File: config.mk
export PLATFORM = sky130hd
export DESIGN_NAME = fb_writer
export DESIGN_NICKNAME = d
export VERILOG_FILES = /design/src/design/video_pkg.sv /design/src/design/fb_writer.sv
export VERILOG_INCLUDE_DIRS = /design/src
export SDC_FILE = /design/constraint.sdc
export NUM_CORES = 1
export LEC_CHECK = 0
export BUFFER_PORTS_ARGS = -buffer_cell sky130_fd_sc_hd__buf_2
export CAP_MARGIN = 20
export CORE_MARGIN = 2
export CORE_UTILIZATION = 50
export DETAILED_ROUTE_END_ITERATION = 16
export PLACE_DENSITY = 0.82
export SLEW_MARGIN = 20
export SYNTH_ARGS = -nofsm -noshare
export SYNTH_HDL_FRONTEND = slang
export SYNTH_SLANG_ARGS = --single-unit
File: constraint.sdc
create_clock -name clk_llc -period 2 [get_ports clk_llc]
set_input_delay 0.1 -clock clk_llc [delete_from_list [all_inputs] [get_ports clk_llc]]
set_output_delay 0.1 -clock clk_llc [all_outputs]
set_load 0.01 [all_outputs]
File: src/capture_config.svh
/*
 Shared constants for the video capture front end.
 Covers bus widths, bank geometry, colour conversion coefficients,
 key colours and the interrupt pulse length.
 Include it in any file that uses one of these macros.
*/
`ifndef CAPTURE_CONFIG_SVH
`define CAPTURE_CONFIG_SVH

// ------------------------------------------------------------
// widths and geometry
// ------------------------------------------------------------
`define CAP_BYTE_W          8       // decoder byte
`define CAP_WORD_W          16      // frame buffer word, rgb565
`define CAP_BANK_ADR_W      15      // word address inside one bank
`define CAP_LINE_PIXELS     180     // kept pixels per line
`define CAP_LINES           120     // kept lines per bank
`define CAP_GROUP_BYTES     8       // bytes per kept pixel

// ------------------------------------------------------------
// colour conversion, unsigned Q2.8
// ------------------------------------------------------------
`define CSC_K_Y             298     // 1.164
`define CSC_K_RV            408     // 1.596
`define CSC_K_GV            208     // 0.813
`define CSC_K_GU            100     // 0.392
`define CSC_K_BU            516     // 2.017
`define CSC_Y_OFFSET        64      // 16 at 10-bit scale
`define CSC_C_OFFSET        512     // 128 at 10-bit scale

// dark pixels and colour keys
`define DARK_Y_LIMIT        80
`define KEY0_Y              77
`define KEY0_CB             84
`define KEY0_CR             249
`define KEY1_Y              35
`define KEY1_CB             255
`define KEY1_CR             130
`define KEY_RADIUS_SQ       16384

`define IRQ_PULSE_CYCLES    2       // field end interrupt length

`endif
File: src/design/video_pkg.sv
/*
 Types carried along the pixel path of the capture front end.
 A decimated YCbCr sample, the converted rgb565 pixel and the
 frame buffer write that the writer hands to the host port.
*/
`include "capture_config.svh"

package video_pkg;

	// ------------------------------------------------------------
	// capture side samples
	// ------------------------------------------------------------

	// one kept pixel, bytes as latched from the decoder
	typedef struct packed {
		logic [`CAP_BYTE_W-1:0] y;
		logic [`CAP_BYTE_W-1:0] cb;
		logic [`CAP_BYTE_W-1:0] cr;
	} ycbcr_t;

	// host side pixel format, r in the top bits
	typedef struct packed {
		logic [4:0] r;
		logic [5:0] g;
		logic [4:0] b;
	} rgb565_t;

	// ------------------------------------------------------------
	// frame buffer write
	// ------------------------------------------------------------

	// adr msb is the bank, lower bits the word inside the bank
	typedef struct packed {
		logic [`CAP_BANK_ADR_W:0] adr;
		rgb565_t                  pix;
	} fb_write_t;

endpackage

File: src/design/fb_writer.sv
/*
 Frame buffer write side.
 Gives each converted pixel the next word address in the current bank,
 pulses the interrupt of the bank just filled at field end and then
 swaps banks for the next field.
*/
`timescale 1ns/1ps
`include "capture_config.svh"

module fb_writer (
	input  logic                  clk_llc,
	input  logic                  resetx,
	input  logic                  pix_valid,
	input  video_pkg::rgb565_t    pix,
	input  logic                  frame_active,
	input  logic                  field_end,
	output logic                  wr_valid,
	output video_pkg::fb_write_t  wr,
	output logic                  irq0,           // bank 1 filled
	output logic                  irq1            // bank 0 filled
);
	localparam int IRQ_W = $clog2(`IRQ_PULSE_CYCLES + 1);

	logic [`CAP_BANK_ADR_W-1:0] wadr;
	logic                       bank;
	logic [IRQ_W-1:0]           irq_cnt;
	logic                       irq_on;

	// ------------------------------------------------------------
	// address counter and write strobe
	// ------------------------------------------------------------
	always_ff @(posedge clk_llc or negedge resetx)
	begin
		if (!resetx)
		begin
			wadr     <= '0;
			wr_valid <= 1'b0;
		end
		else
		begin
			wr_valid <= pix_valid;
			if (!frame_active)
				wadr <= '0;            // rewind between fields
			else if (pix_valid)
				wadr <= wadr + 1'b1;
		end
	end

	always_ff @(posedge clk_llc)
	begin
		if (pix_valid)
			wr <= '{adr: {bank, wadr}, pix: pix};
	end

	// ------------------------------------------------------------
	// field end interrupt, bank swap after the pulse
	// ------------------------------------------------------------
	always_ff @(posedge clk_llc or negedge resetx)
	begin
		if (!resetx)
		begin
			irq_cnt <= '0;
			bank    <= 1'b0;
		end
		else if (field_end)
			irq_cnt <= IRQ_W'(`IRQ_PULSE_CYCLES);
		else if (irq_on)
		begin
			irq_cnt <= irq_cnt - 1'b1;
			if (irq_cnt == IRQ_W'(1))
				bank <= ~bank;         // last pulse cycle
		end
	end

	assign irq_on = (irq_cnt != '0);
	assign irq0   = irq_on & bank;
	assign irq1   = irq_on & ~bank;

endmodule

==> impl_metrics.ini <==
[status]
status = finished, final reports clean

[setup_path]
worstPathMaxFanout = 5
crit_path_cell_trace = and4_1 > nand4_1 > or4_1 > a21oi_1
critPathRequiredTime_ns = 2.22
crit_family = simple AND/OR/NAND/NOR gates
r2r_setup_slack_ns = 0.26
timing.rr.start = wadr[6]
worst-setup-path-type = flip-flop to flip-flop
startpoint = wadr[6]
critPathSlowestCell = or4_1
max_stage_delay_ns = 0.53
critPathBufInv = 0
endpoint_kind = flip-flop
critPathArrivalTime_ns = 1.97
critPathLaunchType = flip-flop

[floorplanning]
fp-row-count = 22
initial_core_util_pct = 52.0
die_w_um = 65.7
die_h_um = 65.7
pin_count = 56
dieArea_um2 = 4320
core-area_um2 = 3660

[drt]
detail-route-antenna-nets = 0
num_vias = 1319
drc = 0
drt_iter0_drc = 58
routed_wl_um = 3760
dr.pass1.iters = 4
vias_per_cell = 5.17
drt-wirelength-per-cell_um = 14.8

[place]
pre_cts_ws_ns = 0.313
gp_congestion = 0.821
dp_hpwl_um = 2450
portBuffers = 55

[finish]
finish.utilization_pct = 68.9
drive_gt1_share_pct = 31.4
antenna_cells = 0
fill_cells = 249
seq_area_um2 = 1440
area_growth_pct = 32.6
multi_input_area_um2 = 447
nNetsFinal = 231

[clock_tree]
h-tree-depth = 2
cts-root-buf = clkbuf_8
cts_sinks = 51
clock_path_buffers = 2
cts_resized = 0
cts_made_buffers = 5
ctsHoldBuffers = 18
cts_setup_buffers = 0
clk-insertion-delay-late_ns = 0.29
clk_pin_slew_ns = 0.08
cts_tree = done

[global_routing]
grt_max_degree = 39
grt.total_usage_pct = 19.3
busiest_layer = met2
antenna_found_initial = 0
gr-total-overflow = 0
grt_pass1_vias = 1292
met3_usage_pct = 5.65
grt_pass1_wl_um = 5950
met2_usage_pct = 34.3
use_met1_pct = 20.6

[synth]
syn_avg_cell_area_um2 = 14.9
ys_ff_latch = 51
syn_nets = 152
postSynthCellCount = 128
synthArstFlopShare_pct = 37.3
synth.cell_area_um2 = 1900
synth_flop_cell = edfxtp_1
synth.top_cell.area_share_pct = 50.5
yosysWarnings = 0
synth_area_leaders = edfxtp_1 50%, dfrtp_1 25%, nor2_1 3.2%
synth_area_leader_cell = edfxtp_1
yosysUniqueCellTypes = 27
yosysMostFrequentCell = edfxtp_1
synth_edf_count = 32
synth_commonest_cells = 32 x edfxtp_1, 19 x dfrtp_1, 16 x nor2_1, 9 x nand2_1, 6 x xnor2_1
seq_area_frac_synth_pct = 75.5

[sta]
fmax_ghz = 0.573
finalHoldViolCount = 0
skew_ns = 0.00225
fin_tns_setup_ns = 0
final-setup-viol-count = 0
rsz0062_at_grt = no
fin_ws_ns = 0.255
max-slew-margin-rel_pct = 70.1
worstMarginPinSlew_ns = 0.448
period_share_pct = 87.2
min_period_ns = 1.74
slew_viol_final = 0

[power_and_ir_drop]
ir_drop_mv = 0.571
pwr_density_cell_nw_per_um2 = 883
leakage_nw = 1.07
power_mw = 2.23

[hold_path]
min_from = frame_active
hold_path_class = primary input to flip-flop

[job]
max-cap-violations = 0
-- cells by family after synthesis --
kind of cell	share of synthesized area, %
simple gates	13.1
flops	75.5
xor+xnor	5.06
fa+ha+maj	1.97
compound gates	2.83
mux	0.526
buf+inv	1.05
-- where the power goes --
part	leakage, nW	internal (mW)	switching (mW)
clock network	0.0502	0.365	0.313
registers	0.577	1.21	0.0437
logic	0.448	0.142	0.158
-- stage by stage --
stage / area [um2] / hold WS (ns) / instances
after floorplan: 1900 / -0.196 / 128
after global placement: 2240 / 0.0596 / 230
after detailed placement: 2240 / 0.0673 / 230
after CTS: 2520 / 0.0724 / 255
after global routing: 2520 / 0.0867 / 255
final: 2520 / 0.0922 / 255
-- final cells by class --
| class | count | share of cell area, % |
|---|---|---|
| Multi-Input combinational cell | 72 | 17.7 |
| Clock inverter | 2 | 1.49 |
| Timing Repair Buffer | 74 | 18.3 |
| Sequential cell | 51 | 56.9 |
| Tap cell | 48 | 2.38 |
| Inverter | 3 | 0.446 |
| Clock buffer | 5 | 2.73 |
-- path summary, 6_finish.rpt --
check,endpoint,cells past startpoint
max reg2reg,wadr[14],4
min,wadr[11],3
min reg2reg,irq_cnt[1],1
max in group asynchronous,wadr[12],2
min in group asynchronous,wadr[1],2
max,wadr[14],4
-- cell usage in the layout (no fill, tap or decap), types with 5 or more instances in the layout --
| cell | instances |
|---|---|
| buf_2 | 55 |
| clkbuf_8 | 5 |
| dfrtp_1 | 19 |
| dlygate4sd3_1 | 18 |
| edfxtp_1 | 32 |
| nand2_1 | 9 |
| nand3_1 | 5 |
| nor2_1 | 16 |
| xnor2_1 | 6 |
| xor2_1 | 5 |
-- registers in the layout (all words and copies together) (netlist names) --
register / count
wr: 32
wadr: 15
irq_cnt: 2
bank: 1
wr_valid: 1
-- per-layer routing --
layer | routed length [um] | part of all wire [%] | vias up
met4 | 132 | 3.5 | 0
met5 | 0 | 0 | -
met2 | 1900 | 51 | 74
met1 | 1420 | 38 | 614
met3 | 305 | 8.1 | 13
li1 | - | - | 618
-- worst register-to-register path, stage by stage (launching register included) --
cell     delay (ns)
dfrtp_1        0.46
and4_1         0.35
nand4_1        0.18
or4_1          0.53
a21oi_1        0.15
No activity file was read; power rests on OpenSTA's default activity.
