[config.mk]
export PLATFORM = sky130hd
export DESIGN_NAME = sync_decimator
export DESIGN_NICKNAME = d
export VERILOG_FILES = /design/src/design/video_pkg.sv /design/src/design/sync_decimator.sv
export VERILOG_INCLUDE_DIRS = /design/src
export SDC_FILE = /design/constraint.sdc
export NUM_CORES = 1
export LEC_CHECK = 0
export ABC_AREA = 1
export BUFFER_PORTS_ARGS = -buffer_cell sky130_fd_sc_hd__buf_2
export CAP_MARGIN = 20
export CORE_MARGIN = 2
export CORE_UTILIZATION = 50
export CTS_CLUSTER_SIZE = 20
export DETAILED_ROUTE_END_ITERATION = 10
export PLACE_DENSITY = 0.81
export SETUP_SLACK_MARGIN = 0.3
export SKIP_CTS_REPAIR_TIMING = 1
export SLEW_MARGIN = 40
export SYNTH_ARGS = -nofsm -noshare
export SYNTH_HDL_FRONTEND = slang
export SYNTH_SLANG_ARGS = --single-unit
[constraint.sdc]
create_clock -name clk_llc -period 2.9 [get_ports clk_llc]
set_input_delay 0.29 -clock clk_llc [delete_from_list [all_inputs] [get_ports clk_llc]]
set_output_delay 0.29 -clock clk_llc [all_outputs]
set_load 0.02 [all_outputs]
[src/capture_config.svh]
/*
 Shared constants for the video capture front end.
 Covers bus widths, bank geometry, colour conversion coefficients,
 key colours and the interrupt pulse length.
 Include it in any file that uses one of these macros.
*/
`ifndef CAPTURE_CONFIG_SVH
`define CAPTURE_CONFIG_SVH

// ------------------------------------------------------------
// widths and geometry
// ------------------------------------------------------------
`define CAP_BYTE_W          8       // decoder byte
`define CAP_WORD_W          16      // frame buffer word, rgb565
`define CAP_BANK_ADR_W      15      // word address inside one bank
`define CAP_LINE_PIXELS     180     // kept pixels per line
`define CAP_LINES           120     // kept lines per bank
`define CAP_GROUP_BYTES     8       // bytes per kept pixel

// ------------------------------------------------------------
// colour conversion, unsigned Q2.8
// ------------------------------------------------------------
`define CSC_K_Y             298     // 1.164
`define CSC_K_RV            408     // 1.596
`define CSC_K_GV            208     // 0.813
`define CSC_K_GU            100     // 0.392
`define CSC_K_BU            516     // 2.017
`define CSC_Y_OFFSET        64      // 16 at 10-bit scale
`define CSC_C_OFFSET        512     // 128 at 10-bit scale

// dark pixels and colour keys
`define DARK_Y_LIMIT        80
`define KEY0_Y              77
`define KEY0_CB             84
`define KEY0_CR             249
`define KEY1_Y              35
`define KEY1_CB             255
`define KEY1_CR             130
`define KEY_RADIUS_SQ       16384

`define IRQ_PULSE_CYCLES    2       // field end interrupt length

`endif
[src/design/video_pkg.sv]
/*
 Types carried along the pixel path of the capture front end.
 A decimated YCbCr sample, the converted rgb565 pixel and the
 frame buffer write that the writer hands to the host port.
*/
`include "capture_config.svh"

package video_pkg;

	// ------------------------------------------------------------
	// capture side samples
	// ------------------------------------------------------------

	// one kept pixel, bytes as latched from the decoder
	typedef struct packed {
		logic [`CAP_BYTE_W-1:0] y;
		logic [`CAP_BYTE_W-1:0] cb;
		logic [`CAP_BYTE_W-1:0] cr;
	} ycbcr_t;

	// host side pixel format, r in the top bits
	typedef struct packed {
		logic [4:0] r;
		logic [5:0] g;
		logic [4:0] b;
	} rgb565_t;

	// ------------------------------------------------------------
	// frame buffer write
	// ------------------------------------------------------------

	// adr msb is the bank, lower bits the word inside the bank
	typedef struct packed {
		logic [`CAP_BANK_ADR_W:0] adr;
		rgb565_t                  pix;
	} fb_write_t;

endpackage

[src/design/sync_decimator.sv]
/*
 Field and line decimation of the decoder byte stream.
 Keeps odd fields, every other line and one pixel per byte group,
 and latches Cb, Y and Cr into one sample with a one-cycle strobe.
 Also flags the end of each captured field.
*/
`timescale 1ns/1ps
`include "capture_config.svh"

module sync_decimator (
	input  logic                    clk_llc,
	input  logic                    resetx,
	input  logic                    vref,           // vertical sync
	input  logic                    href,           // horizontal sync
	input  logic                    odd,            // odd field
	input  logic [`CAP_BYTE_W-1:0]  vpo,            // decoder byte
	output logic                    sample_valid,
	output video_pkg::ycbcr_t       sample,
	output logic                    field_end,
	output logic                    frame_active
);
	localparam int PH_W = $clog2(`CAP_GROUP_BYTES);

	logic            act;           // odd field with vref
	logic            act_q;
	logic            href_q;
	logic            href_rise;
	logic            line_tgl;      // every other line
	logic            line_cap;      // toggle value after this byte's flip
	logic            byte_en;       // byte belongs to a kept line
	logic [PH_W-1:0] ph;            // byte phase in group

	assign act       = odd & vref;
	assign href_rise = href & ~href_q;
	assign line_cap  = href_rise ? ~line_tgl : line_tgl;
	assign byte_en   = href & act & line_cap;

	// ------------------------------------------------------------
	// sync edges, line toggle, byte phase
	// ------------------------------------------------------------
	always_ff @(posedge clk_llc or negedge resetx)
	begin
		if (!resetx)
		begin
			href_q   <= 1'b0;
			line_tgl <= 1'b0;          // first line kept
			act_q    <= 1'b0;
			ph       <= '0;
		end
		else
		begin
			href_q <= href;
			act_q  <= act;
			if (href_rise)
				line_tgl <= ~line_tgl;
			if (byte_en)
				ph <= ph + 1'b1;       // wraps at group size
			else
				ph <= '0;
		end
	end

	// strobes
	always_ff @(posedge clk_llc or negedge resetx)
	begin
		if (!resetx)
		begin
			sample_valid <= 1'b0;
			field_end    <= 1'b0;
		end
		else
		begin
			sample_valid <= byte_en && (ph == PH_W'(2));  // after Cr
			field_end    <= act_q & ~act;                 // active -> inactive
		end
	end

	// byte latches, bytes 3..7 dropped
	always_ff @(posedge clk_llc)
	begin
		if (byte_en)
		begin
			case (ph)
				PH_W'(0): sample.cb <= vpo;
				PH_W'(1): sample.y  <= vpo;
				PH_W'(2): sample.cr <= vpo;
				default: ;
			endcase
		end
	end

	assign frame_active = act_q;

endmodule

==> impl_results.md <==
* Initial DRC Count at 4
* Clk root buf: clkbuf_4
* Worst setup EP type: register
* Nets at 127
* Layout area overhead at 27.5%
* Hold Fails Final Rpt at 0
* Chip Width at around 50 um
* Tmin final at around 1700 ps
* FILL cells at 151
* Worst Path Max Fanout at 9
* Placed cell area at around 0.0013 mm^2
* Global route hottest layer: met2
* PwrDens at between 500 and 600 mW/mm^2
* Max Cap Viol at 0
* Distinct cells, synth at 9
* M2 GR Usage at between 20% and 30%
* RSZ-0062 raised after global routing: no
* CTS buffer count at 5
* Slew Viols, Final at 0
* Most frequent cells in the layout: buf_2, edfxtp_1, inv_1
* GR Layer Usage met3 at under 10%
* Commonest non-fill, non-tap cell in the layout: buf_2
* Post-Syn Nets at 80
* Syn Std Cell Area at between 0.001 and 0.0015 mm^2
* VDD IR max at 0.403 mV
* Data required, critical path at around 2900 ps
* Core area at between 0.002 and 0.0025 mm^2
* Final setup TNS at 0 ps
* Grt ovf at 0
* Post-synthesis sequential area ratio at between 80% and 90%
* Number of synthesized register bits at 32
* Leakage at 0.611 nW
* Gpl congestion at between 0.6 and 0.7
* ANT cells at 0
* Kind of critical path: register to register
* Total clock sinks at 32
* DR WL/cell at around 12 um
* FF-to-FF Start: ph[0]
* Row count at 16
* Clock Tree Buf Depth at 2
* DRT Pass-1 Iters at 2
* I/O pin cnt at 40
* Final ANT Viol Nets at 0
* H-tree levels at 2
* Routed Wire Length at ~1700 um
* Outcome: completed
* Crit path launch: ph[0]
* Initial Utilization at 54.1%
* First-pass GRT wire length at ~2500 um
* Crit share post-route at roughly three fifths
* Final setup fails at 0
* CP arrival at around 1600 ps
* Port Buf Inserts at 39
* Share of cells above drive strength 1 at 42.3%
* Final Instance Area at 0.00138 mm^2
* Slew HR at between 40% and 50%
* Die area at around 0.0026 mm^2
* Synthesized area per cell at 17.2 um^2
* Via density at around 4.6
* Grt met1 use at roughly 16%
* Worst-path clk slew at approximately 90 ps
* Via Count at approximately 630
* Pin slew with the least headroom to its limit at roughly 750 ps
* Worst hold path type: input pin to register
* Synthesis Warnings at 0
* Vias in the first global route at between 500 and 600
* F_max at ~0.6 GHz
* Worst-Skew Late Latency at about 320 ps
* Total GRT Usage at 14.4%
* Largest net degree at the start of global routing at 10
* Synth Instances at 63
* Post-route DRC at 0
* Layout Skew at roughly 12 ps
* Critical hold path startpoint: href
* Half-perimeter wire length after placement at around 1200 um
* CTS tree: built
* Initial antenna violation count at 0
* Crit start category: register
* Overall die height at about 51 um
-- registers in the layout (all words and copies together) (netlist names) --
name / flops
field_end: 1
sample_valid: 1
ph: 3
line_tgl: 1
sample: 24
href_q: 1
frame_active: 1
-- synthesized netlist by cell type --
| cell type | number | area share [%] |
|---|---|---|
| dfrtp_1 | 8 | 18 |
| edfxtp_1 | 24 | 67 |
| ha_1 | 4 | 4.6 |
| inv_1 | 9 | 3.1 |
| nand2_1 | 6 | 2.1 |
| nand2_2 | 2 | 1.2 |
| nand3_1 | 1 | 0.46 |
| nor2_1 | 8 | 2.8 |
| xnor2_1 | 1 | 0.81 |
-- routing by layer --
metal	vias up	wire, um
met4	0	24
li1	303	-
met3	2	179
met1	289	618
met2	34	832
met5	-	0
-- critical path, cell delays in order, from the launching register on --
cell and delay (ps):
dfrtp_1 430, inv_1 100, ha_1 140, nand2_1 50, nor2_1 590
-- path summary, 6_finish.rpt --
check | endpoint | slack, ps | cells past startpoint
setup / recovery | sample[6] | 1210 | 4
hold / removal | href_q | 120 | 1
setup reg to reg | sample[6] | 1210 | 4
hold reg to reg | field_end | 500 | 2
max in group asynchronous | ph[2] | 2380 | 2
min in group asynchronous | ph[1] | 340 | 2
-- final cells by class --
cell class | count | area (um^2) | share of cell area (%)
clock buffer | 8 | 58.8 | 4.26
inverter | 9 | 33.8 | 2.45
multi-input combinational | 22 | 129 | 9.33
sequential | 32 | 921 | 66.7
tap | 27 | 33.8 | 2.45
timing repair buffer | 40 | 205 | 14.9
-- logic make-up after synthesis --
kind of cell               share of synthesized area [%]
xor gates and xnor gates                           0.808
adders and majority gates                           4.62
buffers and inverters                               3.12
DFF                                                 85.0
and+or+nand+nor                                     6.47
-- per-stage QoR --
stage | total power, mW | hold slack [ps] | cells | util (%) | worst slack (ps)
2_1_floorplan | 0.533 | -5.59 | 63 | - | 1470
3_3_place_gp | 0.551 | 137 | 129 | 65.6 | 1230
3_5_place_dp | 0.554 | 147 | 129 | 65.6 | 1190
4_1_cts | 0.801 | -211 | 137 | 68.5 | 1170
5_1_grt | 0.827 | 101 | 138 | 69.0 | 1070
6_report | 0.793 | 118 | 138 | 69.0 | 1210
-- power breakdown --
group / internal (mW) / switching, mW / total (mW)
sequential: 0.502 / 0.00369 / 0.505
combinational: 0.0141 / 0.0246 / 0.0387
clock: 0.119 / 0.130 / 0.249
Note: power is estimated with default switching activity, not from simulation.
