--- src/capture_config.svh ---
/*
 Shared constants for the video capture front end.
 Covers bus widths, bank geometry, colour conversion coefficients,
 key colours and the interrupt pulse length.
 Include it in any file that uses one of these macros.
*/
`ifndef CAPTURE_CONFIG_SVH
`define CAPTURE_CONFIG_SVH

// ------------------------------------------------------------
// widths and geometry
// ------------------------------------------------------------
`define CAP_BYTE_W          8       // decoder byte
`define CAP_WORD_W          16      // frame buffer word, rgb565
`define CAP_BANK_ADR_W      15      // word address inside one bank
`define CAP_LINE_PIXELS     180     // kept pixels per line
`define CAP_LINES           120     // kept lines per bank
`define CAP_GROUP_BYTES     8       // bytes per kept pixel

// ------------------------------------------------------------
// colour conversion, unsigned Q2.8
// ------------------------------------------------------------
`define CSC_K_Y             298     // 1.164
`define CSC_K_RV            408     // 1.596
`define CSC_K_GV            208     // 0.813
`define CSC_K_GU            100     // 0.392
`define CSC_K_BU            516     // 2.017
`define CSC_Y_OFFSET        64      // 16 at 10-bit scale
`define CSC_C_OFFSET        512     // 128 at 10-bit scale

// dark pixels and colour keys
`define DARK_Y_LIMIT        80
`define KEY0_Y              77
`define KEY0_CB             84
`define KEY0_CR             249
`define KEY1_Y              35
`define KEY1_CB             255
`define KEY1_CR             130
`define KEY_RADIUS_SQ       16384

`define IRQ_PULSE_CYCLES    2       // field end interrupt length

`endif
--- src/design/host_pkg.sv ---
/*
 Types for the host side of the frame buffer.
 The sampled host strobes and address, and the single access
 port that the host port drives into the frame RAM.
*/
`include "capture_config.svh"

package host_pkg;

	// host pins, strobes active low
	typedef struct packed {
		logic                     cs_n;
		logic                     rd_n;
		logic [`CAP_BANK_ADR_W:0] adr;   // bank bit + word address
	} host_req_t;

	// one RAM access per cycle, write or read
	typedef struct packed {
		logic                     en;
		logic                     we;
		logic [`CAP_BANK_ADR_W:0] adr;
		logic [`CAP_WORD_W-1:0]   wdata;
	} fb_access_t;

endpackage

--- src/design/video_pkg.sv ---
/*
 Types carried along the pixel path of the capture front end.
 A decimated YCbCr sample, the converted rgb565 pixel and the
 frame buffer write that the writer hands to the host port.
*/
`include "capture_config.svh"

package video_pkg;

	// ------------------------------------------------------------
	// capture side samples
	// ------------------------------------------------------------

	// one kept pixel, bytes as latched from the decoder
	typedef struct packed {
		logic [`CAP_BYTE_W-1:0] y;
		logic [`CAP_BYTE_W-1:0] cb;
		logic [`CAP_BYTE_W-1:0] cr;
	} ycbcr_t;

	// host side pixel format, r in the top bits
	typedef struct packed {
		logic [4:0] r;
		logic [5:0] g;
		logic [4:0] b;
	} rgb565_t;

	// ------------------------------------------------------------
	// frame buffer write
	// ------------------------------------------------------------

	// adr msb is the bank, lower bits the word inside the bank
	typedef struct packed {
		logic [`CAP_BANK_ADR_W:0] adr;
		rgb565_t                  pix;
	} fb_write_t;

endpackage

--- src/design/host_port.sv ---
/*
 Host read port of the frame buffer.
 Video writes always own the RAM in their cycle, a pending host read
 takes the next free cycle. host_waitx is held low until the word is
 in the hold register, which then stays valid until rd_n rises.
*/
`timescale 1ns/1ps
`include "capture_config.svh"

module host_port (
	input  logic                    clk_llc,
	input  logic                    resetx,
	input  logic                    wr_valid,
	input  video_pkg::fb_write_t    wr,
	input  host_pkg::host_req_t     req,
	input  logic [`CAP_WORD_W-1:0]  ram_q,
	output host_pkg::fb_access_t    ram_acc,
	output logic [`CAP_WORD_W-1:0]  host_data,
	output logic                    host_waitx
);
	typedef enum logic [1:0] {
		RD_IDLE,                       // nothing issued
		RD_ISSUED,                     // ram_q valid this cycle
		RD_DONE                        // word held, wait released
	} rd_state_t;

	rd_state_t rd_st;
	logic      rd_req;
	logic      rd_go;                  // read gets the RAM now

	assign rd_req = ~req.cs_n & ~req.rd_n;
	assign rd_go  = rd_req & ~wr_valid & (rd_st == RD_IDLE);

	// ------------------------------------------------------------
	// RAM grant, writer first
	// ------------------------------------------------------------
	always_comb
	begin
		ram_acc.en    = wr_valid | rd_go;
		ram_acc.we    = wr_valid;
		ram_acc.adr   = wr_valid ? wr.adr : req.adr;
		ram_acc.wdata = wr.pix;
	end

	// read tracking
	always_ff @(posedge clk_llc or negedge resetx)
	begin
		if (!resetx)
			rd_st <= RD_IDLE;
		else
		begin
			case (rd_st)
				RD_IDLE:
				begin
					if (rd_go)
						rd_st <= RD_ISSUED;
				end
				RD_ISSUED: rd_st <= RD_DONE;
				RD_DONE:
				begin
					if (!rd_req)
						rd_st <= RD_IDLE;   // rd_n released
				end
				default: rd_st <= RD_IDLE;
			endcase
		end
	end

	// hold register
	always_ff @(posedge clk_llc)
	begin
		if (rd_st == RD_ISSUED)
			host_data <= ram_q;
	end

	// low from first request cycle until data held
	assign host_waitx = ~(rd_req & (rd_st != RD_DONE));

endmodule

--- config.mk ---
export PLATFORM = sky130hd
export DESIGN_NAME = host_port
export DESIGN_NICKNAME = d
export VERILOG_FILES = /design/src/design/host_pkg.sv /design/src/design/video_pkg.sv /design/src/design/host_port.sv
export VERILOG_INCLUDE_DIRS = /design/src
export SDC_FILE = /design/constraint.sdc
export NUM_CORES = 1
export LEC_CHECK = 0
export ABC_CLOCK_PERIOD_IN_PS = 2050
export BUFFER_PORTS_ARGS = -buffer_cell sky130_fd_sc_hd__clkbuf_2
export CORE_ASPECT_RATIO = 1.75
export CORE_UTILIZATION = 32
export DETAILED_ROUTE_END_ITERATION = 12
export GPL_ROUTABILITY_DRIVEN = 1
export GPL_TIMING_DRIVEN = 0
export PLACE_DENSITY = 0.8
export SYNTH_ARGS = -nofsm -noshare
export SYNTH_HDL_FRONTEND = slang
export SYNTH_SLANG_ARGS = --single-unit
export TNS_END_PERCENT = 10
--- constraint.sdc ---
create_clock -name clk_llc -period 2.05 [get_ports clk_llc]
set_input_delay 0.615 -clock clk_llc [delete_from_list [all_inputs] [get_ports clk_llc]]
set_output_delay 0.615 -clock clk_llc [all_outputs]
set_load 0.01 [all_outputs]
==> out/qor.txt <==
Leakage -> 0.844 nW
Root Driver -> clkbuf_8
# resized after CTS -> 0
max-slew violations -> 0
Mapped Nets -> 130
Worst Setup End Kind -> primary output
Ports -> 120
grt ovf -> 0
layout cell share with drive strength beyond 1 -> 84.4%
register bit total from synthesis -> 18
post-synthesis compound-gate area fraction -> 0.789%
Routability Congestion -> 0.783
gr usage total -> 14.5%
Worst Tran Pin Value -> 1.31 ns
Inserted Clock Buffers -> 3
Syn Area/Cell -> 15.6 sq um
Finish-stage setup viols -> 0
CP top delay family -> buffers and inverters
HP Class -> in2async
Vias -> 892
Slowest Stage Delay on Critical Path -> 0.30 ns
peak supply drop -> 0.000235 V
crit path cell chain -> buf_6 -> buf_12 -> mux2_4 -> clkbuf_2
outcome -> complete, no violations
largest net degree at the start of global routing -> 18
Pre-Repair DR Iteration Count -> 2
vias in the first global route -> 870
Synth Flop Type -> edfxtp_1
Crit Path Class -> in2out
Async SR Flop Fraction -> 11.1%
Buf/Inv on CP -> 3
Yosys Warn Count -> 0
initial antenna violation count -> 0
Final Hold Vio Count -> 0
sequential share of the synthesized area -> 55.8%
Die X -> 43.2 um
Die Ht -> 74.1 um
Unique masters post-synth -> 14
setup bufs post-CTS -> 0
maxcap violations -> 0
Final min period -> 1.92 ns
I/O Buffers -> 102
CTS Sinks -> 18
hold slack -> 0.144 ns
H-tree depth -> 1
multiplexer share of the synthesized area -> 22.1%
Slew HR -> 12.4%
Cell Pwr Density -> 561 mW/mm^2
simple-gate portion of the synthesized area -> 4.61%
global-route wire length before repair -> 3480 um
worst path arrival time -> 1.31 ns
DP HPWL -> 2260 um
largest family of logic cells by synthesized area -> multiplexers
CTS tree -> done
DRT antenna net count -> 0
Worst path slowest cell -> mux2_4
worst-path fanout max -> 10
DR iter-0 viols -> 2
WP data required -> 1.43 ns
Placement Cell Area -> 0.00150 sq mm
Cell Area, Synth -> 951 sq um
xor/xnor share of the synthesized area -> 0%
Die Area -> 0.00320 sq mm
Post-Route WL -> 2420 um
CP Launch Type -> input pin
fin area -> 0.00154 sq mm
std cell rows -> 25
fin nets -> 237
fin crit share -> 93.8%
synthesis-to-layout area growth -> 62.0%
clk_lat worst skew -> 0.24 ns
Starting Density -> 34.5%
Ant. Diodes -> 0
Avg WL per Cell -> 12.5 um
fill count -> 239
Core Region -> 0.00275 sq mm
DRC violation count after routing -> 0
Max Clk Rate -> 520 MHz
maximum root-to-sink buffer count -> 2
number of synthesized flops with an enable pin -> 16
setup TNS -> 0 ns
hold_buf cts -> 0
skew final -> 0.000935 ns
Syn Inst Count -> 61
Vias/cell -> 4.60
Reg clk slew, reported paths -> 0.06 ns
post-synthesis adder-cell area fraction -> 0%
RSZ-0062 raised after global routing -> no
cells by family (layout without fill, tap and decap cells):
kind of cell | after synthesis | in the layout
buf+inv | 19 | 125
simple gates | 7 | 7
flops | 18 | 18
mux | 16 | 16
compound gates | 1 | 1
metrics by stage:
| step | power [mW] | cells | worst slack [ns] | utilization [%] |
|---|---|---|---|---|
| after global placement | 0.637 | 190 | 0.121 | 54.3 |
| after global routing | 0.900 | 194 | 0.0512 | 56.0 |
| after detailed placement | 0.641 | 190 | 0.119 | 54.3 |
| after CTS | 0.875 | 194 | 0.118 | 56.0 |
| after floorplan | 0.537 | 61 | 0.257 | - |
| final | 0.865 | 194 | 0.127 | 56.0 |
registers in the layout, indices dropped and copies added, names as in the netlist:
signal and count:
rd_st 2, host_data 16
area by class of cell:
type / count / area, sq um / share of cell area, %
Sequential cell: 18 / 531 / 34.4
Timing Repair Buffer: 102 / 510 / 33.1
Multi-Input combinational cell: 24 / 262 / 17.0
Buffer: 19 / 159 / 10.3
Clock buffer: 3 / 41.3 / 2.68
Tap cell: 27 / 33.8 / 2.19
Clock inverter: 1 / 3.75 / 0.244
report_power, final:
part	switching (mW)	total, mW	internal (mW)
clock	0.102	0.234	0.133
sequential	0.00337	0.417	0.413
combinational	0.0863	0.214	0.127
total	0.191	0.865	0.673
worst paths after layout:
| path | startpoint | endpoint | slack [ns] | depth (start not counted) |
|---|---|---|---|---|
| max | wr_valid | ram_acc[25] | 0.13 | 4 |
| min | resetx | rd_st[0] | 0.14 | 1 |
| max reg2reg | rd_st[1] | host_data[9] | 0.27 | 1 |
| min reg2reg | rd_st[0] | rd_st[1] | 0.61 | 2 |
| max in group asynchronous | resetx | rd_st[1] | 1.81 | 1 |
| min in group clk_llc | ram_q[6] | host_data[6] | 0.54 | 1 |
per-layer routing:
metal	track usage (%)	share of wire, %	up-vias
li1	-	-	413
met1	13.2	33	382
met2	28.4	52	95
met3	3.88	14	2
met4	7.07	0.99	0
met5	0	0	-
Yosys cell counts (2+ instances only):
cell type / number / area [sq um]
buf_4: 17 / 128
dfrtp_1: 2 / 50.1
edfxtp_1: 16 / 480
mux2_2: 8 / 90.1
mux2_4: 8 / 120
nor2b_1: 2 / 12.5
cells in the final DEF (no fill, tap or decap), drive strengths merged:
| cell type | instances |
|---|---|
| clkinv | 1 |
| mux2 | 16 |
| dfrtp | 2 |
| nand2b | 1 |
| edfxtp | 16 |
| clkbuf | 105 |
| nor2 | 1 |
| or2 | 1 |
| buf | 19 |
| a21o | 1 |
| nor2b | 2 |
| and2b | 1 |
| nor4 | 1 |
(Power assumes the default switching activity.)
