--- src/capture_config.svh ---
/*
 Shared constants for the video capture front end.
 Covers bus widths, bank geometry, colour conversion coefficients,
 key colours and the interrupt pulse length.
 Include it in any file that uses one of these macros.
*/
`ifndef CAPTURE_CONFIG_SVH
`define CAPTURE_CONFIG_SVH

// ------------------------------------------------------------
// widths and geometry
// ------------------------------------------------------------
`define CAP_BYTE_W          8       // decoder byte
`define CAP_WORD_W          16      // frame buffer word, rgb565
`define CAP_BANK_ADR_W      15      // word address inside one bank
`define CAP_LINE_PIXELS     180     // kept pixels per line
`define CAP_LINES           120     // kept lines per bank
`define CAP_GROUP_BYTES     8       // bytes per kept pixel

// ------------------------------------------------------------
// colour conversion, unsigned Q2.8
// ------------------------------------------------------------
`define CSC_K_Y             298     // 1.164
`define CSC_K_RV            408     // 1.596
`define CSC_K_GV            208     // 0.813
`define CSC_K_GU            100     // 0.392
`define CSC_K_BU            516     // 2.017
`define CSC_Y_OFFSET        64      // 16 at 10-bit scale
`define CSC_C_OFFSET        512     // 128 at 10-bit scale

// dark pixels and colour keys
`define DARK_Y_LIMIT        80
`define KEY0_Y              77
`define KEY0_CB             84
`define KEY0_CR             249
`define KEY1_Y              35
`define KEY1_CB             255
`define KEY1_CR             130
`define KEY_RADIUS_SQ       16384

`define IRQ_PULSE_CYCLES    2       // field end interrupt length

`endif
--- src/design/video_pkg.sv ---
/*
 Types carried along the pixel path of the capture front end.
 A decimated YCbCr sample, the converted rgb565 pixel and the
 frame buffer write that the writer hands to the host port.
*/
`include "capture_config.svh"

package video_pkg;

	// ------------------------------------------------------------
	// capture side samples
	// ------------------------------------------------------------

	// one kept pixel, bytes as latched from the decoder
	typedef struct packed {
		logic [`CAP_BYTE_W-1:0] y;
		logic [`CAP_BYTE_W-1:0] cb;
		logic [`CAP_BYTE_W-1:0] cr;
	} ycbcr_t;

	// host side pixel format, r in the top bits
	typedef struct packed {
		logic [4:0] r;
		logic [5:0] g;
		logic [4:0] b;
	} rgb565_t;

	// ------------------------------------------------------------
	// frame buffer write
	// ------------------------------------------------------------

	// adr msb is the bank, lower bits the word inside the bank
	typedef struct packed {
		logic [`CAP_BANK_ADR_W:0] adr;
		rgb565_t                  pix;
	} fb_write_t;

endpackage

--- src/design/ycbcr_to_rgb565.sv ---
/*
 Fixed point YCbCr to rgb565 conversion, two pipeline stages.
 Stage 1 removes offsets, forms the products and the dark and key tests.
 Stage 2 sums, clamps and applies black or white overrides.
 pix_valid follows sample_valid by exactly two cycles.
*/
`timescale 1ns/1ps
`include "capture_config.svh"

module ycbcr_to_rgb565 (
	input  logic                clk_llc,
	input  logic                resetx,
	input  logic                sample_valid,
	input  video_pkg::ycbcr_t   sample,
	output logic                pix_valid,
	output video_pkg::rgb565_t  pix
);
	logic signed [10:0] y_d, cb_d, cr_d;           // 10-bit scale, offsets removed
	logic signed [21:0] p_y, p_rv, p_gv, p_gu, p_bu;
	logic               s1_valid;
	logic               dark_s1;
	logic               key_s1;
	logic signed [23:0] sum_r, sum_g, sum_b;
	logic [5:0]         r_f, g_f, b_f;

	// squared distance to a key colour at 8-bit scale
	function automatic logic [17:0] dist_sq(
		input logic [7:0] y, cb, cr,
		input logic [7:0] ky, kcb, kcr
	);
		logic signed [8:0] dy, db, dr;
		logic [17:0]       sy, sb, sr;
		dy = $signed({1'b0, ky}) - $signed({1'b0, y});
		db = $signed({1'b0, kcb}) - $signed({1'b0, cb});
		dr = $signed({1'b0, kcr}) - $signed({1'b0, cr});
		sy = dy * dy;
		sb = db * db;
		sr = dr * dr;
		return sy + sb + sr;
	endfunction

	// negative -> 0, past bit 17 -> all ones
	function automatic logic [5:0] clamp6(input logic signed [23:0] s);
		if (s[23])
			return '0;
		else if (s[22:18] != '0)
			return '1;
		else
			return s[17:12];
	endfunction

	assign y_d  = $signed({1'b0, sample.y, 2'b00}) - $signed(11'(`CSC_Y_OFFSET));
	assign cb_d = $signed({1'b0, sample.cb, 2'b00}) - $signed(11'(`CSC_C_OFFSET));
	assign cr_d = $signed({1'b0, sample.cr, 2'b00}) - $signed(11'(`CSC_C_OFFSET));

	// ------------------------------------------------------------
	// stage 1, products and tests
	// ------------------------------------------------------------
	always_ff @(posedge clk_llc)
	begin
		if (sample_valid)
		begin
			p_y  <= y_d  * $signed({1'b0, 10'(`CSC_K_Y)});
			p_rv <= cr_d * $signed({1'b0, 10'(`CSC_K_RV)});
			p_gv <= cr_d * $signed({1'b0, 10'(`CSC_K_GV)});
			p_gu <= cb_d * $signed({1'b0, 10'(`CSC_K_GU)});
			p_bu <= cb_d * $signed({1'b0, 10'(`CSC_K_BU)});
			dark_s1 <= sample.y < 8'(`DARK_Y_LIMIT);
			key_s1  <= (dist_sq(sample.y, sample.cb, sample.cr,
				8'(`KEY0_Y), 8'(`KEY0_CB), 8'(`KEY0_CR)) < 18'(`KEY_RADIUS_SQ))
				|| (dist_sq(sample.y, sample.cb, sample.cr,
				8'(`KEY1_Y), 8'(`KEY1_CB), 8'(`KEY1_CR)) < 18'(`KEY_RADIUS_SQ));
		end
	end

	// ------------------------------------------------------------
	// stage 2, sums, clamp, overrides
	// ------------------------------------------------------------
	always_comb
	begin
		sum_r = p_y + p_rv;
		sum_g = p_y - p_gv - p_gu;
		sum_b = p_y + p_bu;
		r_f   = clamp6(sum_r);
		g_f   = clamp6(sum_g);
		b_f   = clamp6(sum_b);
	end

	always_ff @(posedge clk_llc)
	begin
		if (s1_valid)
		begin
			if (dark_s1)
				pix <= '0;             // black
			else if (key_s1)
				pix <= '1;             // white
			else
				pix <= '{r: r_f[5:1], g: g_f, b: b_f[5:1]};  // r,b from 17:13
		end
	end

	always_ff @(posedge clk_llc or negedge resetx)
	begin
		if (!resetx)
		begin
			s1_valid  <= 1'b0;
			pix_valid <= 1'b0;
		end
		else
		begin
			s1_valid  <= sample_valid;
			pix_valid <= s1_valid;
		end
	end

endmodule

--- config.mk ---
export PLATFORM = sky130hd
export DESIGN_NAME = ycbcr_to_rgb565
export DESIGN_NICKNAME = d
export VERILOG_FILES = /design/src/design/video_pkg.sv /design/src/design/ycbcr_to_rgb565.sv
export VERILOG_INCLUDE_DIRS = /design/src
export SDC_FILE = /design/constraint.sdc
export NUM_CORES = 1
export LEC_CHECK = 0
export CAP_MARGIN = 20
export CORE_MARGIN = 4
export CORE_UTILIZATION = 50
export CTS_BUF_LIST = sky130_fd_sc_hd__clkbuf_16
export DETAILED_ROUTE_END_ITERATION = 10
export DONT_BUFFER_PORTS = 1
export SLEW_MARGIN = 10
export SYNTH_ARGS = -nofsm -noshare
export SYNTH_HDL_FRONTEND = slang
export SYNTH_SLANG_ARGS = --single-unit
--- constraint.sdc ---
create_clock -name clk_llc -period 5.1 [get_ports clk_llc]
set_input_delay 0.51 -clock clk_llc [delete_from_list [all_inputs] [get_ports clk_llc]]
set_output_delay 0.51 -clock clk_llc [all_outputs]
set_load 0.1 [all_outputs]
==> results.py, run 1 <==
metrics = {
    "global_route": {
        "grt_pass1_wl_um": 97500,
        "grt_start_max_net_pins": 80,
        "grt_util_all_layers_pct": 23.2,
        "antenna_found_initial": 0,
        "grt_pass1_vias": 18400,
        "grt_overflow": 0,
    },
    "floorplanning": {
        "initial_utilization_pct": 50.8,
        "die_area_um2": 53600,
        "die_y_um": 231,
        "coreArea_um2": 49200,
        "die_x_um": 231,
        "num_rows": 81,
        "io_pins": 44,
    },
    "drt": {
        "met3WireLength_um": 1900,
        "wire_per_inst_um": 16.8,
        "drt_first_pass_iters": 5,
        "highest_layer": "met4",
        "met2WireLength_um": 28100,
        "drtIter0Drc": 658,
        "ant_nets": 0,
        "drt-met1-wl_um": 26200,
        "vias_per_cell": 4.83,
        "routed_wl_um": 57800,
        "drc": 0,
        "vias": 16600,
    },
    "worst_setup_path": {
        "path_max_fanout": 5,
        "cpPeakStageDelay_ps": 540,
        "crit_path_top_delay_cell": "fa_1",
        "cp.depth": 32,
        "cp.required_ps": 5220,
        "cp.arrival_ps": 7670,
        "reg2reg_depth": 11,
        "crit_family": "adder cells",
        "crit_start": "sample[2]",
        "path_buf_inv": 10,
        "path_common_cell": "fa_1",
        "regToRegStartpoint": "p_y[9]",
        "path_class": "in2reg",
        "r2r_setup_slack_ps": 1530,
        "critPathLaunchType": "primary input",
        "r2r-end": "pix[10]",
        "worstSetupEndpointType": "flop",
    },
    "run": {
        "maxCapViolations": 0,
    },
    "logic_synthesis": {
        "synth_top_family_by_area": "adder cells",
        "synthAdderAreaFrac_pct": 59.4,
        "synth.distinct_cells": 77,
        "synth_edf_count": 94,
        "synth_mux_area_share_pct": 0.511,
        "synthFlopType": "edfxtp_1",
        "netlist_area_um2": 25000,
        "synth_seq_cells": 96,
        "ys_seq_area_share_pct": 11.5,
        "synth_xor_area_share_pct": 5.22,
        "synth_cells": 2490,
        "syn_nets": 3421,
        "async_flop_share_pct": 2.08,
        "syn_area_per_cell_um2": 10.0,
        "yosys_warnings": 0,
        "synthSimpleGateAreaFrac_pct": 6.80,
        "synth_compound_area_share_pct": 5.29,
    },
    "clocking": {
        "cts_max_path_buffers": 2,
        "cts.reportedPaths.clkPinSlew_ps": 80,
        "root_buffer": "clkbuf_16",
        "cts_tree": "built",
        "clock_latency_ps": 370,
        "htreeDepth": 3,
        "cts-buffers-inserted": 9,
        "cts_sinks": 96,
    },
    "min_path": {
        "min_path_type": "in2reg",
        "min_to": "s1_valid",
        "hp-start": "sample_valid",
        "whs_path_depth": 0,
    },
    "placed_design": {
        "place.gp.congestion": 0.900,
        "hpwl_um": 52900,
        "pre_cts_ws_ps": -3000,
        "portBuffers": 0,
    },
    "timing": {
        "slew_headroom_pct": 40.5,
        "setup_viol": 1,
        "period_needed_ps": 7560,
        "finalMaxSlewViolations": 0,
        "finalHoldViolations": 0,
        "rsz0062_at_grt": "yes",
        "fmax_ghz": 0.132,
        "finalClockSkew_ps": 19.0,
        "finalCritPeriodShare_pct": 148,
        "setup_ws_ps": -2460,
        "worst_pin_slew_ps": 894,
    },
    "status": {
        "status": "finished, violations left",
        "violations": "setup timing",
    },
    "cells_and_area": {
        "fillCellCount": 4253,
        "n_antenna_cell": 0,
        "layout_commonest_cell": "inv_1",
        "layout_common_cells": "708 x inv_1, 458 x fa_1, 425 x ha_1, 277 x buf_4, 142 x nor2_1",
        "syn2layout_area_growth_pct": 14.4,
        "fin_nets": 3694,
        "drive_gt1_share_pct": 14.6,
    },
}
cell usage after synthesis (3+ instances only):
| master | instances | area (µm²) |
|---|---|---|
| clkbuf_1 | 15 | 56.3 |
| o211ai_1 | 5 | 37.5 |
| ha_1 | 436 | 5460 |
| a21oi_1 | 73 | 365 |
| nor2b_1 | 17 | 106 |
| o21bai_1 | 12 | 90.1 |
| and2_1 | 15 | 93.8 |
| or2_2 | 4 | 25.0 |
| clkinv_1 | 3 | 11.3 |
| fa_1 | 468 | 9370 |
| a21o_1 | 22 | 165 |
| xnor2_1 | 119 | 1040 |
| nand2_1 | 127 | 477 |
| o21a_1 | 13 | 97.6 |
| a21oi_2 | 4 | 35.0 |
| nand2b_1 | 14 | 87.6 |
| o21ai_0 | 26 | 130 |
| o22ai_1 | 3 | 18.8 |
| a31oi_1 | 3 | 18.8 |
| a21boi_0 | 4 | 30.0 |
| nand4_1 | 4 | 25.0 |
| nor2_1 | 147 | 552 |
| nand3_1 | 16 | 80.1 |
| mux2_2 | 5 | 56.3 |
| inv_1 | 724 | 2720 |
| or3_1 | 4 | 25.0 |
| edfxtp_1 | 94 | 2820 |
| mux2i_1 | 6 | 60.1 |
| nor3_1 | 18 | 90.1 |
| xor2_1 | 28 | 245 |
| a211oi_1 | 4 | 30.0 |
area by class of cell:
cell class	instances	area [µm²]	area share, %
repair buffers	282	2160	7.57
inverters	728	2770	9.71
multi-input cells	1646	19600	68.8
clock buffers	9	225	0.789
flip-flops and latches	96	2870	10.1
well taps	664	831	2.91
clock inverters	7	62.6	0.219
stage by stage:
| stage | cell area (µm²) | std cells | utilization, % | hold slack [ps] | setup TNS (ps) |
|---|---|---|---|---|---|
| 3_5_place_dp | 28100 | 3412 | 57.2 | 214 | -3030 |
| 2_1_floorplan | 25300 | 2490 | - | 214 | -2540 |
| 5_1_grt | 28600 | 3432 | 58.1 | 154 | -2730 |
| 6_report | 28600 | 3432 | 58.1 | 190 | -2460 |
| 3_3_place_gp | 28100 | 3412 | 57.2 | 215 | -2900 |
| 4_1_cts | 28500 | 3431 | 58.0 | 167 | -2510 |
kinds of logic (layout without fill, tap and decap cells):
group                      Yosys count  count (layout)
AOI/OAI and AO/OA                  199             199
xor gates and xnor gates           148             148
adders and majority gates          904             904
buffers and inverters              748            1026
DFF                                 96              96
muxes                               12              12
and+or+nand+nor                    383             383
flip-flops by register name (all words and copies together), names as in the netlist, 12 cells and up:
| name | count |
|---|---|
| p_rv | 15 |
| p_gu | 12 |
| p_bu | 18 |
| p_y | 17 |
| p_gv | 14 |
| pix | 16 |
worst max-delay path by stage:
stage               endpoint  slack, ps
floorplan             key_s1      -2540
global placement      key_s1      -2900
detailed placement    key_s1      -3000
CTS                   key_s1      -2510
global route          key_s1      -2730
finish                key_s1      -2460
per-layer routing:
metal / GRT usage (%) / vias up
li1: - / 8098
met1: 31.7 / 8188
met2: 39.5 / 229
met3: 2.63 / 65
met4: 5.94 / 0
met5: 0 / -
what timing repair did:
item                       4_1_cts  5_1_grt
buffers inserted                 2        1
setup endpoints to repair        1        2
gates resized for setup         14       16
pin swaps                       13       13
hold buffers                     1        0
hold endpoints to repair         2        0
Power of run 1 is left out: the tool's default activity adds up to more than one toggle a clock period on the data nets, which glitch-free logic cannot reach.
==> run 2: changes to the inputs <==
- BUFFER_PORTS_ARGS: default -> -buffer_cell sky130_fd_sc_hd__buf_2
- DONT_BUFFER_PORTS: 1 -> default
- PLACE_DENSITY: default -> 0.66
==> run 2 against run 1 <==
Compared with the run above:
- the flow still finishes with violations (setup timing)
- critical endpoint unchanged
- utilization rose by 2.5 points
- sequential share of layout area decreased by 0.41 points
- sequential cell count is the same
- clock-buffer cell count is the same
- first-iteration DRC count is 26% higher
- largest cell class unchanged
- maximum frequency fell by 0.60%
- global-route usage rose by 0.26 points
- worst setup slack worse by 46 ps
- non-clock buffer count rose by 114
- die area did not move
==> results.py, run 2 (synthesized netlist as in run 1, its figures left out) <==
metrics = {
    "drt": {
        "routed_wl_um": 59600,
        "ant_nets": 0,
        "drt_first_pass_iters": 5,
        "vias": 17400,
        "wire_per_inst_um": 16.8,
        "drc": 0,
        "vias_per_cell": 4.90,
        "drtIter0Drc": 827,
    },
    "floorplanning": {
        "die_y_um": 231,
        "io_pins": 44,
        "num_rows": 81,
        "initial_utilization_pct": 50.8,
        "coreArea_um2": 49200,
        "die_area_um2": 53600,
        "die_x_um": 231,
    },
    "clocking": {
        "cts.reportedPaths.clkPinSlew_ps": 90,
        "clock_latency_ps": 360,
        "cts-buffers-inserted": 9,
        "cts_tree": "built",
        "root_buffer": "clkbuf_16",
        "htreeDepth": 3,
        "cts_sinks": 96,
        "cts_max_path_buffers": 2,
    },
    "min_path": {
        "min_path_type": "in2async",
    },
    "cells_and_area": {
        "drive_gt1_share_pct": 20.5,
        "reg.largest.list": "p_bu x18, p_y x17, pix x16",
        "regMostFlops": "p_bu",
        "area.sequential_um2": 2870,
        "largest_register_ffs": 18,
        "n_antenna_cell": 0,
        "fin_util_pct": 60.6,
        "layout_commonest_cell": "inv_1",
        "multi_input_comb_area_um2": 20000,
        "layout_common_cells": "689 x inv_1, 449 x fa_1, 418 x ha_1, 343 x buf_4, 131 x nor2_1",
        "stdcell_count": 3546,
        "fillCellCount": 4015,
        "fin_nets": 3808,
        "syn2layout_area_growth_pct": 19.2,
    },
    "timing": {
        "finalClockSkew_ps": 14.5,
        "finalCritPeriodShare_pct": 149,
        "slew_headroom_pct": 27.4,
        "worst_pin_slew_ps": 1090,
        "setup_viol": 1,
        "fmax_ghz": 0.132,
        "finalMaxSlewViolations": 0,
        "setup_ws_ps": -2500,
        "period_needed_ps": 7600,
        "finalHoldViolations": 0,
        "rsz0062_at_grt": "yes",
    },
    "global_route": {
        "antenna_found_initial": 0,
        "grt_util_all_layers_pct": 23.4,
        "grt_start_max_net_pins": 80,
        "grt_pass1_wl_um": 99600,
        "grt_overflow": 0,
        "grt_pass1_vias": 19300,
    },
    "worst_setup_path": {
        "path_class": "in2reg",
        "critPathLaunchType": "primary input",
        "path_common_cell": "fa_1",
        "reg2reg_depth": 11,
        "cp.required_ps": 5220,
        "cp.arrival_ps": 7720,
        "crit_path_top_delay_cell": "fa_1",
        "path_max_fanout": 4,
        "worstSetupEndpointType": "flop",
        "r2r_setup_slack_ps": 1620,
        "cpPeakStageDelay_ps": 530,
        "regToRegStartpoint": "p_y[9]",
        "r2r-end": "pix[7]",
    },
    "status": {
        "violations": "setup timing",
        "status": "finished, violations left",
    },
    "placed_design": {
        "portBuffers": 43,
        "place.gp.congestion": 0.970,
        "hpwl_um": 54100,
        "dp_cells": 3505,
    },
    "run": {
        "maxCapViolations": 0,
    },
}
-- run 2: cell types whose count changed in the layout (fill, tap and decap cells not counted), moves of 8 or more --
cell and delta:
buf_6 +8, fa_2 +9, ha_4 +8, nor2_1 -11, buf_4 +66, inv_1 -19
fa_1 -9, nand2_1 -10, inv_2 +14, nand2_2 +9, buf_2 +34
-- run 2: final cells by class --
class / instances / share of cell area (%)
multi-input combinational: 1646 / 67.0
timing repair buffer: 396 / 10.1
sequential: 96 / 9.65
inverter: 728 / 9.34
tap: 664 / 2.79
clock buffer: 9 / 0.756
clock inverter: 7 / 0.273
-- run 2: critical path, delay by kind of cell --
kind	cells	cell delay (ps)
buffers and inverters	9	830
muxes	1	320
xor gates and xnor gates	1	220
AOI/OAI and AO/OA	8	1460
adders and majority gates	10	4200
and+or+nand+nor	2	180
-- run 2: timing repair --
action / in CTS / in global routing
gates resized for setup: 71 / 70
endpoints found under the hold margin: 2 / 0
setup endpoints to repair: 1 / 4
hold buffers: 1 / 0
setup buffers: 13 / 11
pin swaps: 63 / 65
-- run 2: how the worst max path moves through the flow --
| stage | from | endpoint | slack (ps) | cells past startpoint |
|---|---|---|---|---|
| 6_report | sample[1] | key_s1 | -2500 | 31 |
| 5_1_grt | sample[2] | key_s1 | -2760 | 31 |
| 4_1_cts | sample[2] | key_s1 | -2590 | 30 |
| 2_1_floorplan | sample[7] | key_s1 | -2540 | 26 |
| 3_5_place_dp | sample[2] | key_s1 | -3110 | 30 |
| 3_3_place_gp | sample[1] | key_s1 | -3030 | 32 |
-- run 2: metal layers --
layer,GRT usage (%),wire (µm),up-vias
li1,-,-,8337
met1,31.6,25800,8629
met2,40.2,29400,315
met3,2.05,2170,110
met4,7.61,2240,0
met5,0,0,-
-- run 2: per-stage QoR --
stage | cell area [µm²] | setup TNS [ps] | setup WS (ps) | hold WS [ps]
global placement | 28700 | -3160 | -3030 | 294
floorplan | 25300 | -2540 | -2540 | 214
detailed placement | 28700 | -3490 | -3110 | 297
global route | 29800 | -2760 | -2760 | 451
CTS | 29400 | -2590 | -2590 | 448
finish | 29800 | -2500 | -2500 | 455
Power of run 2 is left out for the same reason.
==> run 3: changes to the inputs <==
- CORE_ASPECT_RATIO: default -> 0.5
- SETUP_SLACK_MARGIN: default -> 0.3
==> run 3 against run 2 <==
Compared with the run above:
- the run still ends with setup timing left
- hold slack better by 34 ps
- largest cell class unchanged
- via count down 0.20%
- first-iteration DRC count down 8.7%
==> results.py, run 3 (synthesized netlist as in run 1, its figures left out) <==
metrics = {
    "timing": {
        "rsz0062_at_grt": "yes",
        "setup_tns_ps": -2530,
        "slew_headroom_pct": 29.7,
        "fmax_ghz": 0.131,
        "worst_pin_slew_ps": 1050,
        "finalHoldViolations": 0,
        "period_needed_ps": 7630,
        "finalMaxSlewViolations": 0,
        "setup_ws_ps": -2530,
        "finalCritPeriodShare_pct": 150,
        "setup_viol": 1,
        "finalClockSkew_ps": 12.2,
    },
    "worst_setup_path": {
        "cpPeakStageDelay_ps": 550,
        "critPathLaunchType": "primary input",
        "r2r-end": "pix[8]",
        "path_class": "in2reg",
        "path_max_fanout": 4,
        "reg2reg_depth": 11,
        "path_common_cell": "fa_1",
        "crit_path_top_delay_cell": "fa_1",
        "worstSetupEndpointType": "flop",
        "cp.required_ps": 5210,
        "cp.arrival_ps": 7740,
        "regToRegStartpoint": "p_y[9]",
        "r2r_setup_slack_ps": 1620,
    },
    "floorplanning": {
        "die_area_um2": 53800,
        "coreArea_um2": 48900,
        "die_x_um": 324,
        "io_pins": 44,
        "num_rows": 57,
        "initial_utilization_pct": 51.0,
        "die_y_um": 166,
    },
    "placed_design": {
        "place.gp.congestion": 0.922,
        "pre_cts_ws_ps": -3100,
        "portBuffers": 43,
        "hpwl_um": 52600,
    },
    "clocking": {
        "cts_sinks": 96,
        "cts_tree": "built",
        "htreeDepth": 3,
        "root_buffer": "clkbuf_16",
        "cts.reportedPaths.clkPinSlew_ps": 80,
        "cts-buffers-inserted": 9,
        "cts_max_path_buffers": 2,
        "clock_latency_ps": 360,
    },
    "global_route": {
        "antenna_found_initial": 1,
        "grt_start_max_net_pins": 80,
        "grt_pass1_vias": 19000,
        "grt_overflow": 0,
        "grt_util_all_layers_pct": 23.0,
        "grt_pass1_wl_um": 97200,
    },
    "cells_and_area": {
        "syn2layout_area_growth_pct": 19.4,
        "drive_gt1_share_pct": 20.5,
        "fillCellCount": 4030,
        "layout_common_cells": "697 x inv_1, 449 x fa_1, 415 x ha_1, 349 x buf_4, 132 x nor2_1",
        "reg.largest.list": "p_bu x18, p_y x17, pix x16",
        "layout_commonest_cell": "inv_1",
        "regMostFlops": "p_bu",
        "largest_register_ffs": 18,
        "fin_nets": 3818,
    },
    "drt": {
        "drt_first_pass_iters": 5,
        "routed_wl_um": 58600,
        "vias": 17400,
        "drtIter0Drc": 755,
        "wire_per_inst_um": 16.6,
        "ant_nets": 0,
        "drc": 0,
        "vias_per_cell": 4.90,
    },
    "status": {
        "status": "finished, violations left",
        "violations": "setup timing",
    },
    "run": {
        "maxCapViolations": 0,
    },
    "min_path": {
        "min_path_type": "in2async",
    },
}
-- run 3: cell count changes in the layout (fill, tap and decap cells not counted), sizes merged --
| cell | before | now |
|---|---|---|
| clkinvlp | 8 | 7 |
| clkbuf | 9 | 10 |
| buf | 395 | 404 |
| diode | 0 | 1 |
| inv | 721 | 723 |
| clkinv | 6 | 5 |
-- run 3: worst max path at each step --
stage                           from  endpoint  cells after the start
after floorplan            sample[7]    key_s1                     26
after global placement     sample[3]    key_s1                     29
after detailed placement   sample[9]    key_s1                     33
after CTS                  sample[9]    key_s1                     31
after global routing      sample[17]    key_s1                     30
final                      sample[2]    key_s1                     31
-- run 3: area by class of cell --
class	instances	area [µm²]	share of cell area (%)
multi-input cells	1646	20000	67.0
inverters	728	2780	9.31
diodes	1	2.50	0.00839
repair buffers	406	3090	10.4
well taps	649	812	2.72
clock buffers	9	225	0.755
clock inverters	7	61.3	0.206
flip-flops and latches	96	2870	9.63
-- run 3: critical path: cells and delay by family --
kind	cells	cell delay, ps
compound gates	8	1540
mux	1	320
simple gates	2	170
buf+inv	10	800
fa+ha+maj	10	4390
-- run 3: layer usage --
layer,global-route usage (%),share of wire (%),wire length (µm)
met4,5.77,2.4,1400
met3,3.68,4.5,2660
met2,38.7,48,28400
met1,31.4,45,26100
met5,0,0,0
-- run 3: repair_timing --
| action | CTS | global route |
|---|---|---|
| buffers inserted | 3 | 14 |
| endpoints found under the setup margin | 3 | 5 |
| pin swaps | 18 | 90 |
| resized for setup | 23 | 112 |
| hold endpoints to repair | 2 | 0 |
| hold buffers | 1 | 0 |
-- run 3: through the flow --
stage          cell area, µm²  hold slack, ps  std cells  util, %
6_report                29800             489       3542     61.0
5_1_grt                 29800             489       3542     61.0
4_1_cts                 29200             459       3527     59.8
3_5_place_dp            28800             297       3507     58.9
3_3_place_gp            28800             295       3507     58.9
2_1_floorplan           25300             214       2490        -
Power of run 3 is left out for the same reason.
